`src/hdl/geo_pkg.sv`:
```
// shared types for the line drawing engine: coordinates, opcodes, command and pixel payloads
// compile ahead of every RTL file that imports it
`default_nettype none

package geo_pkg;

  localparam int coord_width = 12;  // signed coordinate bits

  typedef logic signed [coord_width-1:0] coord_t;

  // host opcodes
  typedef enum logic [1:0] {
    op_line    = 2'd0,  // draw a -> b
    op_point_a = 2'd1,  // plot a only
    op_point_b = 2'd2   // plot b only
  } geo_op_t;

  // one host command, sampled on cmd_valid
  typedef struct packed {
    geo_op_t op;
    logic    ink;  // 1 sets, 0 erases
    coord_t  ax;   // start / point a
    coord_t  ay;
    coord_t  bx;   // end / point b
    coord_t  by;
  } geo_cmd_t;

  // generated pixel on its way to the writer
  typedef struct packed {
    coord_t x;
    coord_t y;
    logic   ink;
  } pixel_t;

endpackage

`default_nettype wire

```
`src/hdl/geo_cmd_decoder.sv`:
```
// command front end: takes host strobes while idle and launches the line engine or a point
// busy spans a command from acceptance to its last frame buffer write
`timescale 1ns/1ps
`default_nettype none

module geo_cmd_decoder (
  input  logic              clk,
  input  logic              reset,
  input  logic              cmd_valid,    // one-cycle host strobe
  input  geo_pkg::geo_cmd_t cmd,
  input  logic              engine_busy,  // generator busy or writer still pending
  output logic              run,          // line launch pulse
  output logic              pass_thru_a,  // point a launch pulse
  output logic              pass_thru_b,  // point b launch pulse
  output geo_pkg::coord_t   a_x,
  output geo_pkg::coord_t   a_y,
  output geo_pkg::coord_t   b_x,
  output geo_pkg::coord_t   b_y,
  output logic              ink,          // held for every pixel of the command
  output logic              busy          // host must not strobe while high
);
  import geo_pkg::*;

  logic accept;    // strobe taken this cycle
  logic known_op;  // opcode that launches something
  logic pend;      // command in flight
  logic seen;      // engine_busy has gone high for this command
  logic done;      // engine went quiet again

  always_comb begin
    known_op = (cmd.op == op_line) || (cmd.op == op_point_a) || (cmd.op == op_point_b);
    done     = pend && seen && !engine_busy;
    busy     = pend && !done;                // drops in the cycle the engine settles
    accept   = cmd_valid && !busy;           // strobes during busy are dropped
  end

  // launch pulses, one cycle after the strobe
  always_ff @(posedge clk or posedge reset) begin
    if (reset) begin
      run         <= 1'b0;
      pass_thru_a <= 1'b0;
      pass_thru_b <= 1'b0;
    end else begin
      run         <= accept && (cmd.op == op_line);
      pass_thru_a <= accept && (cmd.op == op_point_a);
      pass_thru_b <= accept && (cmd.op == op_point_b);
    end
  end

  // in-flight tracking: wait for engine_busy to rise and fall
  always_ff @(posedge clk or posedge reset) begin
    if (reset) begin
      pend <= 1'b0;
      seen <= 1'b0;
    end else if (accept) begin
      pend <= known_op;  // an unknown op launches nothing, so nothing to wait for
      seen <= 1'b0;
    end else if (done) begin
      pend <= 1'b0;
      seen <= 1'b0;
    end else if (pend && engine_busy) begin
      seen <= 1'b1;
    end
  end

  // operands, stable until the next accepted command
  always_ff @(posedge clk) begin
    if (accept) begin
      a_x <= cmd.ax;
      a_y <= cmd.ay;
      b_x <= cmd.bx;
      b_y <= cmd.by;
      ink <= cmd.ink;
    end
  end

endmodule

`default_nettype wire

```
`src/hdl/line_generator.sv`:
```
// bresenham line engine: one pixel per cycle from a to b, plus single-point pass-through
// run is edge detected, and the whole engine freezes while draw_busy is high
`timescale 1ns/1ps
`default_nettype none

module line_generator (
  input  logic            clk,
  input  logic            reset,
  input  logic            run,             // line starts on the rising edge
  input  logic            draw_busy,       // buffer port taken by a host read
  input  logic            pass_thru_a,     // emit a as a single pixel
  input  logic            pass_thru_b,     // emit b as a single pixel
  input  geo_pkg::coord_t a_x,             // line start
  input  geo_pkg::coord_t a_y,
  input  geo_pkg::coord_t b_x,             // line end
  input  geo_pkg::coord_t b_y,
  output logic            busy,            // drawing, final pixel excluded
  output geo_pkg::coord_t x_coord,         // current pixel
  output geo_pkg::coord_t y_coord,
  output logic            pixel_data_rdy,  // x/y valid this cycle
  output logic            line_complete    // high on the last pixel of a line
);
  import geo_pkg::*;

  typedef logic signed [coord_width+2:0] delta_t;  // wide enough for 2*err
  typedef enum logic {
    ph_setup,  // load the error term
    ph_plot    // one step per cycle
  } phase_t;

  phase_t phase;
  logic   last_run;   // run one cycle ago
  logic   req_start;  // launches that arrived during a stall
  logic   req_a;
  logic   req_b;
  logic   draw_line;  // line in progress
  logic   busy_int;   // busy including the final pixel
  logic   run_edge;
  logic   go_start;
  logic   go_a;
  logic   go_b;
  logic   same_pts;   // a == b, one pixel line
  logic   step_x;
  logic   step_y;
  logic   at_end;     // next pixel is the end point
  coord_t xdir;       // -1, 0 or +1
  coord_t ydir;
  coord_t end_x;      // latched end point
  coord_t end_y;
  coord_t x_next;
  coord_t y_next;
  delta_t ax_w;       // sign extended operands
  delta_t ay_w;
  delta_t bx_w;
  delta_t by_w;
  delta_t dx;         // |bx - ax|
  delta_t dy;         // -|by - ay|
  delta_t errd;       // error term
  delta_t e2;
  delta_t err_next;

  always_comb begin
    run_edge = run && !last_run;
    go_start = run_edge || req_start;
    go_a     = pass_thru_a || req_a;
    go_b     = pass_thru_b || req_b;
    same_pts = (a_x == b_x) && (a_y == b_y);
    ax_w     = a_x;
    ay_w     = a_y;
    bx_w     = b_x;
    by_w     = b_y;
    // error rule: step x when 2e >= dy, step y when 2e <= dx
    e2       = errd <<< 1;
    step_x   = e2 >= dy;
    step_y   = e2 <= dx;
    x_next   = step_x ? x_coord + xdir : x_coord;
    y_next   = step_y ? y_coord + ydir : y_coord;
    err_next = errd + (step_x ? dy : delta_t'(0)) + (step_y ? dx : delta_t'(0));
    at_end   = (x_next == end_x) && (y_next == end_y);
    busy     = busy_int && !line_complete;  // free during the final pixel
  end

  // control state
  always_ff @(posedge clk or posedge reset) begin
    if (reset) begin
      last_run       <= 1'b0;
      req_start      <= 1'b0;
      req_a          <= 1'b0;
      req_b          <= 1'b0;
      phase          <= ph_setup;
      draw_line      <= 1'b0;
      busy_int       <= 1'b0;
      pixel_data_rdy <= 1'b0;
      line_complete  <= 1'b0;
    end else begin
      last_run <= run;
      if (draw_busy) begin
        req_start <= go_start;  // keep launch pulses, act once the stall ends
        req_a     <= go_a;
        req_b     <= go_b;
      end else begin
        req_start <= 1'b0;
        req_a     <= 1'b0;
        req_b     <= 1'b0;
        if (go_a || go_b) begin
          pixel_data_rdy <= 1'b1;  // single point next cycle
          line_complete  <= 1'b0;
        end else if (go_start && same_pts) begin
          pixel_data_rdy <= 1'b1;  // degenerate line, done at once
          line_complete  <= 1'b1;
        end else if (go_start) begin
          draw_line      <= 1'b1;
          busy_int       <= 1'b1;
          phase          <= ph_setup;
          pixel_data_rdy <= 1'b0;
          line_complete  <= 1'b0;
        end else if (draw_line) begin
          case (phase)
            ph_setup: begin
              phase          <= ph_plot;
              pixel_data_rdy <= 1'b1;  // start point goes out next
            end
            ph_plot: begin
              if (line_complete) begin  // final pixel is out now
                draw_line      <= 1'b0;
                busy_int       <= 1'b0;
                pixel_data_rdy <= 1'b0;
                line_complete  <= 1'b0;
                phase          <= ph_setup;
              end else begin
                line_complete  <= at_end;
              end
            end
            default: phase <= ph_setup;
          endcase
        end else begin
          pixel_data_rdy <= 1'b0;
          line_complete  <= 1'b0;
        end
      end
    end
  end

  // coordinate and error datapath
  always_ff @(posedge clk) begin
    if (!draw_busy) begin
      if (go_a) begin
        x_coord <= a_x;
        y_coord <= a_y;
      end else if (go_b) begin
        x_coord <= b_x;
        y_coord <= b_y;
      end else if (go_start) begin
        x_coord <= a_x;  // first pixel is the start point
        y_coord <= a_y;
        end_x   <= b_x;
        end_y   <= b_y;
        xdir    <= (b_x < a_x) ? -coord_t'(1) : (b_x == a_x) ? coord_t'(0) : coord_t'(1);
        ydir    <= (b_y < a_y) ? -coord_t'(1) : (b_y == a_y) ? coord_t'(0) : coord_t'(1);
        dx      <= (bx_w > ax_w) ? (bx_w - ax_w) : (ax_w - bx_w);
        dy      <= (ay_w > by_w) ? (by_w - ay_w) : (ay_w - by_w);  // kept negative
      end else if (draw_line && phase == ph_setup) begin
        errd    <= dx + dy;
      end else if (draw_line && !line_complete) begin
        x_coord <= x_next;
        y_coord <= y_next;
        errd    <= err_next;
      end
    end
  end

endmodule

`default_nettype wire

```
`src/hdl/pixel_writer.sv`:
```
// clips generated pixels to the frame and writes them to the buffer port
// host reads own the port for one cycle and stall the generator through draw_busy
`timescale 1ns/1ps
`default_nettype none

module pixel_writer #(
  parameter int fb_width  = 32,
  parameter int fb_height = 32
) (
  input  logic                                           clk,
  input  logic                                           reset,
  input  logic                                           pix_valid,  // generator pixel ready
  input  geo_pkg::pixel_t                                pix,
  input  logic                                           rd_en,      // host read strobe
  input  geo_pkg::coord_t                                rd_x,
  input  geo_pkg::coord_t                                rd_y,
  output logic                                           draw_busy,  // stall the generator
  output logic                                           mem_en,
  output logic                                           mem_we,
  output logic                                           mem_wdata,
  output logic [$clog2(fb_width)+$clog2(fb_height)-1:0] mem_addr,
  output logic                                           rd_valid,   // rd_data valid
  output logic                                           pending     // a write outstanding
);

  localparam int xw = $clog2(fb_width);
  localparam int yw = $clog2(fb_height);
  localparam int aw = xw + yw;

  typedef enum logic {
    st_idle,  // nothing to write
    st_hold   // pixel parked, written when the port is free
  } wr_state_t;

  wr_state_t     state;
  logic          in_frame;  // pixel lands inside the buffer
  logic [aw-1:0] pix_addr;
  logic [aw-1:0] rd_addr;
  logic [aw-1:0] w_addr;    // parked pixel
  logic          w_ink;

  always_comb begin
    in_frame  = (pix.x >= 0) && (pix.x < fb_width) && (pix.y >= 0) && (pix.y < fb_height);
    pix_addr  = {pix.y[yw-1:0], pix.x[xw-1:0]};  // row major
    rd_addr   = {rd_y[yw-1:0], rd_x[xw-1:0]};
    draw_busy = rd_en;                           // reads never wait
    mem_en    = rd_en || (state == st_hold);
    mem_we    = !rd_en && (state == st_hold);
    mem_addr  = rd_en ? rd_addr : w_addr;
    mem_wdata = w_ink;
    pending   = (state == st_hold) || pix_valid;
  end

  always_ff @(posedge clk or posedge reset) begin
    if (reset) begin
      state    <= st_idle;
      rd_valid <= 1'b0;
    end else begin
      rd_valid <= rd_en;  // registered read in the buffer
      if (!draw_busy) begin
        state <= (pix_valid && in_frame) ? st_hold : st_idle;  // clipped pixels vanish
      end
    end
  end

  // generator is frozen with us during a read, so one entry is enough
  always_ff @(posedge clk) begin
    if (!draw_busy && pix_valid) begin
      w_addr <= pix_addr;
      w_ink  <= pix.ink;
    end
  end

endmodule

`default_nettype wire

```
`src/hdl/frame_buffer.sv`:
```
// one bit per pixel frame store, single port with registered read
// contents start cleared in simulation
`timescale 1ns/1ps
`default_nettype none

module frame_buffer #(
  parameter int fb_width  = 32,
  parameter int fb_height = 32
) (
  input  logic                                           clk,
  input  logic                                           en,     // port access this cycle
  input  logic                                           we,     // write, else read
  input  logic                                           wdata,
  input  logic [$clog2(fb_width)+$clog2(fb_height)-1:0] addr,
  output logic                                           rdata   // one cycle after en
);

  localparam int depth = fb_width * fb_height;

  logic mem [depth];

  initial begin
    for (int i = 0; i < depth; i++) begin
      mem[i] = 1'b0;
    end
  end

  always @(posedge clk) begin
    if (en) begin
      if (we) begin
        mem[addr] <= wdata;
      end
      rdata <= mem[addr];  // old data on a write cycle
    end
  end

endmodule

`default_nettype wire

```
`src/hdl/line_draw_top.sv`:
```
// line drawing subsystem: command decoder, bresenham generator, pixel writer, frame buffer
// host issues commands while busy is low and reads pixels back through rd_*
`timescale 1ns/1ps
`default_nettype none

module line_draw_top #(
  parameter int fb_width  = 32,
  parameter int fb_height = 32
) (
  input  logic              clk,
  input  logic              reset,
  input  logic              cmd_valid,
  input  geo_pkg::geo_cmd_t cmd,
  output logic              busy,
  input  logic              rd_en,
  input  geo_pkg::coord_t   rd_x,
  input  geo_pkg::coord_t   rd_y,
  output logic              rd_data,
  output logic              rd_valid
);
  import geo_pkg::*;

  localparam int aw = $clog2(fb_width) + $clog2(fb_height);

  logic          run;
  logic          pass_thru_a;
  logic          pass_thru_b;
  coord_t        a_x;
  coord_t        a_y;
  coord_t        b_x;
  coord_t        b_y;
  logic          ink;
  logic          gen_busy;
  logic          pix_rdy;
  coord_t        x_coord;
  coord_t        y_coord;
  pixel_t        pix;
  logic          draw_busy;
  logic          wr_pending;
  logic          engine_busy;
  logic          mem_en;
  logic          mem_we;
  logic          mem_wdata;
  logic [aw-1:0] mem_addr;

  assign engine_busy = gen_busy || wr_pending;  // command done once both settle
  assign pix         = '{x: x_coord, y: y_coord, ink: ink};

  geo_cmd_decoder u_geo_cmd_decoder (
    .clk(clk), .reset(reset), .cmd_valid(cmd_valid), .cmd(cmd), .engine_busy(engine_busy),
    .run(run), .pass_thru_a(pass_thru_a), .pass_thru_b(pass_thru_b),
    .a_x(a_x), .a_y(a_y), .b_x(b_x), .b_y(b_y), .ink(ink), .busy(busy)
  );

  line_generator u_line_generator (
    .clk(clk), .reset(reset), .run(run), .draw_busy(draw_busy),
    .pass_thru_a(pass_thru_a), .pass_thru_b(pass_thru_b),
    .a_x(a_x), .a_y(a_y), .b_x(b_x), .b_y(b_y), .busy(gen_busy),
    .x_coord(x_coord), .y_coord(y_coord), .pixel_data_rdy(pix_rdy), .line_complete()
  );

  pixel_writer #(.fb_width(fb_width), .fb_height(fb_height)) u_pixel_writer (
    .clk(clk), .reset(reset), .pix_valid(pix_rdy), .pix(pix),
    .rd_en(rd_en), .rd_x(rd_x), .rd_y(rd_y), .draw_busy(draw_busy),
    .mem_en(mem_en), .mem_we(mem_we), .mem_wdata(mem_wdata), .mem_addr(mem_addr),
    .rd_valid(rd_valid), .pending(wr_pending)
  );

  frame_buffer #(.fb_width(fb_width), .fb_height(fb_height)) u_frame_buffer (
    .clk(clk), .en(mem_en), .we(mem_we), .wdata(mem_wdata), .addr(mem_addr), .rdata(rd_data)
  );

endmodule

`default_nettype wire

```
`config.mk`:
```
export PLATFORM = sky130hd
export DESIGN_NAME = line_draw_top
export DESIGN_NICKNAME = d
export VERILOG_FILES = /design/src/hdl/geo_pkg.sv /design/src/hdl/geo_cmd_decoder.sv /design/src/hdl/line_generator.sv /design/src/hdl/pixel_writer.sv /design/src/hdl/frame_buffer.sv /design/src/hdl/line_draw_top.sv
export SDC_FILE = /design/constraint.sdc
export NUM_CORES = 2
export LEC_CHECK = 0
export BUFFER_PORTS_ARGS = -buffer_cell sky130_fd_sc_hd__buf_2
export CORE_ASPECT_RATIO = 2
export CORE_MARGIN = 10
export CORE_UTILIZATION = 63
export DETAILED_ROUTE_END_ITERATION = 12
export PLACE_DENSITY = 0.8
export SYNTH_ARGS = -nofsm -noshare
export SYNTH_HDL_FRONTEND = slang
export SYNTH_SLANG_ARGS = --single-unit
export TNS_END_PERCENT = 100
```
`constraint.sdc`:
```
create_clock -name clk -period 16.5 [get_ports clk]
set_clock_uncertainty 0.2 [all_clocks]
set_input_delay 3.3 -clock clk [delete_from_list [all_inputs] [get_ports clk]]
set_output_delay 3.3 -clock clk [all_outputs]
set_load 0.02 [all_outputs]
```
# After elaboration in Yosys (flattened, before gate mapping)
# Memories as Yosys holds them, arrays and structs flattened. A register that Yosys moved wholly into a read port is not among the register bits.
# Cells that the tools add are included.
# op_classes
addsub	9
n_lt_le_gt_ge	10
eq_ne	11
n_mux	55
n_bitwise	7
n_reduce_logical	52
# op_table
operator	count
$mux W12	12
$mux W15	6
$eq A12 B12 Y1	6
$sub A12 B12 Y13	4
$add A15 B15 Y15	3
$mux W1	34
$add A12 B12 Y12	2
$ge A12 B1 Y1 const B	2
$gt A12 B12 Y1	2
$lt A12 B12 Y1	2
$lt A12 B7 Y1 const B	2
$logic_and A1 B1 Y1	21
$ge A15 B15 Y1	1
$le A15 B15 Y1	1
$mux W10	1
$reduce_bool A2 Y1	5
$logic_or A1 B1 Y1	9
$reduce_and A4 Y1	2
$not A1 Y1	7
$logic_not A1 Y1	6
$ne A6 B5 Y1 const B	1
$reduce_and A3 Y1	2
$reduce_and A6 Y1	1
$ne A5 B4 Y1 const B	1
other kinds (9)	11
# totals
register_bits	193
ram_bits	1024
inputBits	79
out_inout_bits	3
word_cells	177
n_memories	1
# mem_list
name	words	word_bits	read_ports	rd_ports_with_merged_regs	write_ports	line	text
u_frame_buffer.mem	1024	1	1	1	1	frame_buffer.sv:20	logic mem [depth];

# Depth between registers and ports, before layout
# logic_depth
depth_word	10
mapped_depth	22

# Cells and area by module
# A second synthesis with hierarchy kept.
# unflattened
hier_cells	4476
area_unflattened_um2	56827.0
# by_module_without_submodules
module	instances	cells_each	area_each_um2
frame_buffer	1	3219	44257.4
line_generator	1	1151	10268.6
geo_cmd_decoder	1	69	1697.9
pixel_writer	1	36	596.8
line_draw_top	1	1	6.3

# Worst setup path after synthesis
# No wires, ideal clock.
# synth_timing
kind	reg2reg
from	reg u_pixel_writer.w_ink (netlist: u_pixel_writer.mem_wdata)
to	mem u_frame_buffer.mem[0], data pin
setup_time_ns	2.671
t_arrival_ns	12.017
t_required_ns	13.629
path_slack_ns	1.612
stages_incl_launch_ff	1
n_path_buf	0
period_less_slack_ns	14.888
path_cell_list	edfxtp_1
# synth_rtl
element	line	text
start: declaration	pixel_writer.sv:40	logic w_ink;
start signal: assignment	pixel_writer.sv:70	w_ink <= pix.ink;
end: declaration	frame_buffer.sv:20	
# No word-level cell before the write port.

# Worst setup path in the final report
# layout_timing
from	in rd_en
to	reg u_frame_buffer.rdata (read register of u_frame_buffer.mem), data pin
# layout_between
elab_chain_len	1
elab_cells_between_ends	2
cone_classes	mux: 1; reduce/logical: 1
# layout_rtl
element	line	text
start: declaration	line_draw_top.sv:15	input logic rd_en,
$mux W10 or $logic_or A1 B1 Y1 (tied branches)	pixel_writer.sv:49, pixel_writer.sv:47	
end: declaration	frame_buffer.sv:15	output logic rdata
# Parallel ways exist; a longest one is shown, timed or not.
# A chain may end at the register's enable or synchronous reset.

==> impl_metrics.py <==
metrics = {
    "outcome": {
        "status": "finished, violations left",
        "failed_checks": "slew limit",
    },
    "cells_and_area": {
        "drive_gt1_frac": 0.1469,
        "fin_nets": 4407,
        "syn_to_final_growth_pct": 8.108,
        "fin_util": 0.6848,
        "layout_common_cells": "edfxtp_1, nor2_1, mux4_2, nand2_1, inv_1",
        "design_area_sq_um": 60960,
        "final_common_cell": "edfxtp_1",
    },
    "drt": {
        "first_pass_iters": 8,
        "dr_wl_met2_mm": 79.27,
        "top_layer_used": "met4",
        "wl_per_cell_microns": 28.62,
        "drc": 0,
        "m1WireLength_mm": 45.87,
        "num_vias": 36710,
        "met3_length_mm": 16.56,
        "drt-initial-drc-count": 5284,
        "wl_mm": 155.8,
        "vias_per_cell": 6.745,
        "ant_nets": 0,
    },
    "critical_path": {
        "crit_type": "primary input to flop",
        "cp-start-kind": "primary input",
        "crit_arrival_ps": 8120,
        "cp-end-kind": "flop",
        "crit_fanout": 37,
        "worstPathRequired_ps": 16730,
    },
    "yosys": {
        "yosysSeqAreaShare": 0.6339,
        "synth_ff_type": "edfxtp_1",
        "synth.net_count": 4485,
        "syn_area_per_cell_sq_um": 13.24,
        "syn_area_sq_um": 56390,
        "async_reset_ff_frac": 0.01341,
        "yosysWarnings": 0,
        "ys_types": 77,
        "synth_edf_count": 1177,
        "ys_ff_latch": 1193,
        "synthCells": 4260,
    },
    "floorplan": {
        "die_h_microns": 443.1,
        "rows": 155,
        "pin_count": 82,
        "die_x_microns": 231.5,
        "core_sq_um": 89020,
        "initial_utilization": 0.6335,
        "die-area_sq_um": 102600,
    },
    "pwr": {
        "ir_drop_v": 0.0001563,
        "power.density_nw_per_um2": 144.3,
        "p_leak_nw": 19.49,
        "total_power_w": 0.008797,
    },
    "placement": {
        "gp_congestion": 1.016,
        "numPortBuffers": 67,
        "dpl.hpwl_mm": 91.85,
        "dpl_cell_area_sq_um": 57740,
    },
    "global_route": {
        "gr-total-overflow": 0,
        "grt_pass1_wl_mm": 227.9,
        "antenna_found_initial": 3,
        "grt_max_degree": 334,
        "grt_usage": 0.3037,
        "grt_pass1_vias": 37000,
    },
    "sta": {
        "max_freq_mhz": 126.8,
        "slew-limit-headroom": -0.07231,
        "finalHoldViolCount": 0,
        "setup-tns-final_ps": 0,
        "tightest_slew_ps": 1608,
        "post-route-period-util": 0.4778,
        "period_needed_ps": 7884,
        "rsz0062_at_grt": "no",
        "report.final.slew_viol_count": 165,
        "setup_viol_count_final": 0,
    },
    "clock_tree": {
        "postCtsSetupRepairBufs": 0,
        "clk_path_buf_depth": 3,
        "numCtsBuffers": 96,
        "cts_root_buf": "clkbuf_16",
        "cts-htree-levels": 3,
        "cts_tree": "built",
        "cts_hold_buf": 0,
        "clk_latency_ps": 730,
        "cts_resized": 0,
        "clkTransAtPathRegs_ps": 70,
        "clock-sinks": 1193,
    },
    "job": {
        "maxCapViolations": 0,
    },
    "min_path": {
        "worstHoldPathType": "flop to flop",
    },
}
## kinds of logic after synthesis
| family | share of synthesized area |
|---|---|
| XOR/XNOR | 0.01471 |
| AO/OA/AOI/OAI | 0.05991 |
| adder cells (fa/ha/maj) | 0.03519 |
| AND/OR/NAND/NOR | 0.1120 |
| flip-flops | 0.6339 |
| multiplexers | 0.1101 |
| buffers and inverters | 0.03419 |
## worst paths after layout
check / start / endpoint / slack (ps) / cells after the start
max: rd_en / u_frame_buffer.rdata / 8620 / 11
min: u_geo_cmd_decoder.run / u_line_generator.last_run / 270 / 0
max reg2reg: u_line_generator.dy[4] / u_line_generator.errd[13] / 10550 / 20
min reg2reg: u_geo_cmd_decoder.run / u_line_generator.last_run / 270 / 0
max in group asynchronous: reset / u_pixel_writer.state / 13250 / 2
min in group asynchronous: reset / u_geo_cmd_decoder.run / 2440 / 2
## Yosys cell counts (11+ instances only)
| cell type | n | area (sq um) |
|---|---|---|
| nor2_1 | 1131 | 4245 |
| xnor2_1 | 59 | 516.8 |
| a22oi_1 | 108 | 810.8 |
| buf_2 | 29 | 145.1 |
| mux4_2 | 256 | 5766 |
| nand2_1 | 213 | 799.5 |
| mux2_2 | 14 | 157.7 |
| ha_1 | 125 | 1564 |
| a22o_1 | 11 | 96.34 |
| nor2b_1 | 16 | 100.1 |
| edfxtp_1 | 1177 | 35340 |
| a31oi_1 | 16 | 100.1 |
| inv_1 | 169 | 634.4 |
| nand4_1 | 37 | 231.5 |
| a21oi_1 | 116 | 580.6 |
| buf_4 | 12 | 90.09 |
| dfrtp_1 | 16 | 400.4 |
| and2_1 | 17 | 106.4 |
| a21o_1 | 23 | 172.7 |
| o2111ai_1 | 13 | 113.9 |
| o22ai_1 | 29 | 181.4 |
| o21ai_0 | 60 | 300.3 |
| buf_1 | 45 | 168.9 |
| nand3_1 | 30 | 150.1 |
| xor2_1 | 28 | 245.2 |
| mux2i_1 | 27 | 270.3 |
| and3_1 | 12 | 75.07 |
| clkbuf_1 | 228 | 855.8 |
| fa_1 | 21 | 420.4 |
| a211oi_1 | 14 | 105.1 |
| nor3_1 | 32 | 160.2 |
## critical path, stage by stage
cell	delay (ps)
buf_2	230
mux2i_4	610
buf_4	730
buf_4	730
mux4_2	620
a22oi_1	230
nand4_1	290
a31oi_1	530
o211ai_1	210
a2111oi_2	380
o2111ai_1	170
## metrics by stage
step,hold slack (ps),cells,setup WS (ps)
2_1_floorplan,195.7,4260,1612
3_3_place_gp,214.9,5261,8014
3_5_place_dp,225.4,5261,7946
4_1_cts,249.2,5439,8730
5_1_grt,274.6,5439,8408
6_report,268.2,5443,8616
## flip-flops by register name (all words and copies together), names as in the netlist, 2 cells and up
register,cells
u_geo_cmd_decoder.b_x,12
u_line_generator.end_y,12
u_geo_cmd_decoder.a_y,12
u_line_generator.y_coord,12
u_geo_cmd_decoder.a_x,12
u_line_generator.ydir,2
u_line_generator.x_coord,12
u_geo_cmd_decoder.b_y,12
u_line_generator.xdir,2
u_line_generator.dy,13
u_pixel_writer.w_addr,10
u_frame_buffer.mem,1024
u_line_generator.dx,13
u_line_generator.end_x,12
u_line_generator.errd,14
## metal layers
metal  track usage  vias to the layer above
met5             0                        -
met4        0.2356                        0
met3       0.06050                      732
met2        0.5179                     2436
met1        0.3258                    18100
li1              -                    15450
## layout make-up
type | count | area, sq um
fillers | 5827 | 28060
flip-flops and latches | 1193 | 35740
repair buffers | 141 | 940.9
clock buffers | 116 | 2539
well taps | 1177 | 1473
diodes | 4 | 10.01
inverters | 169 | 634.4
multi-input cells | 2581 | 18950
clock inverters | 62 | 669.4
## where the power goes
part / switching [W] / leakage [nW] / internal [W]
clock network: 0.00109 / 1.56 / 0.00127
registers: 0.000144 / 10.8 / 0.00365
logic: 0.00161 / 7.12 / 0.00104
Power figures use the tool's default switching activity.
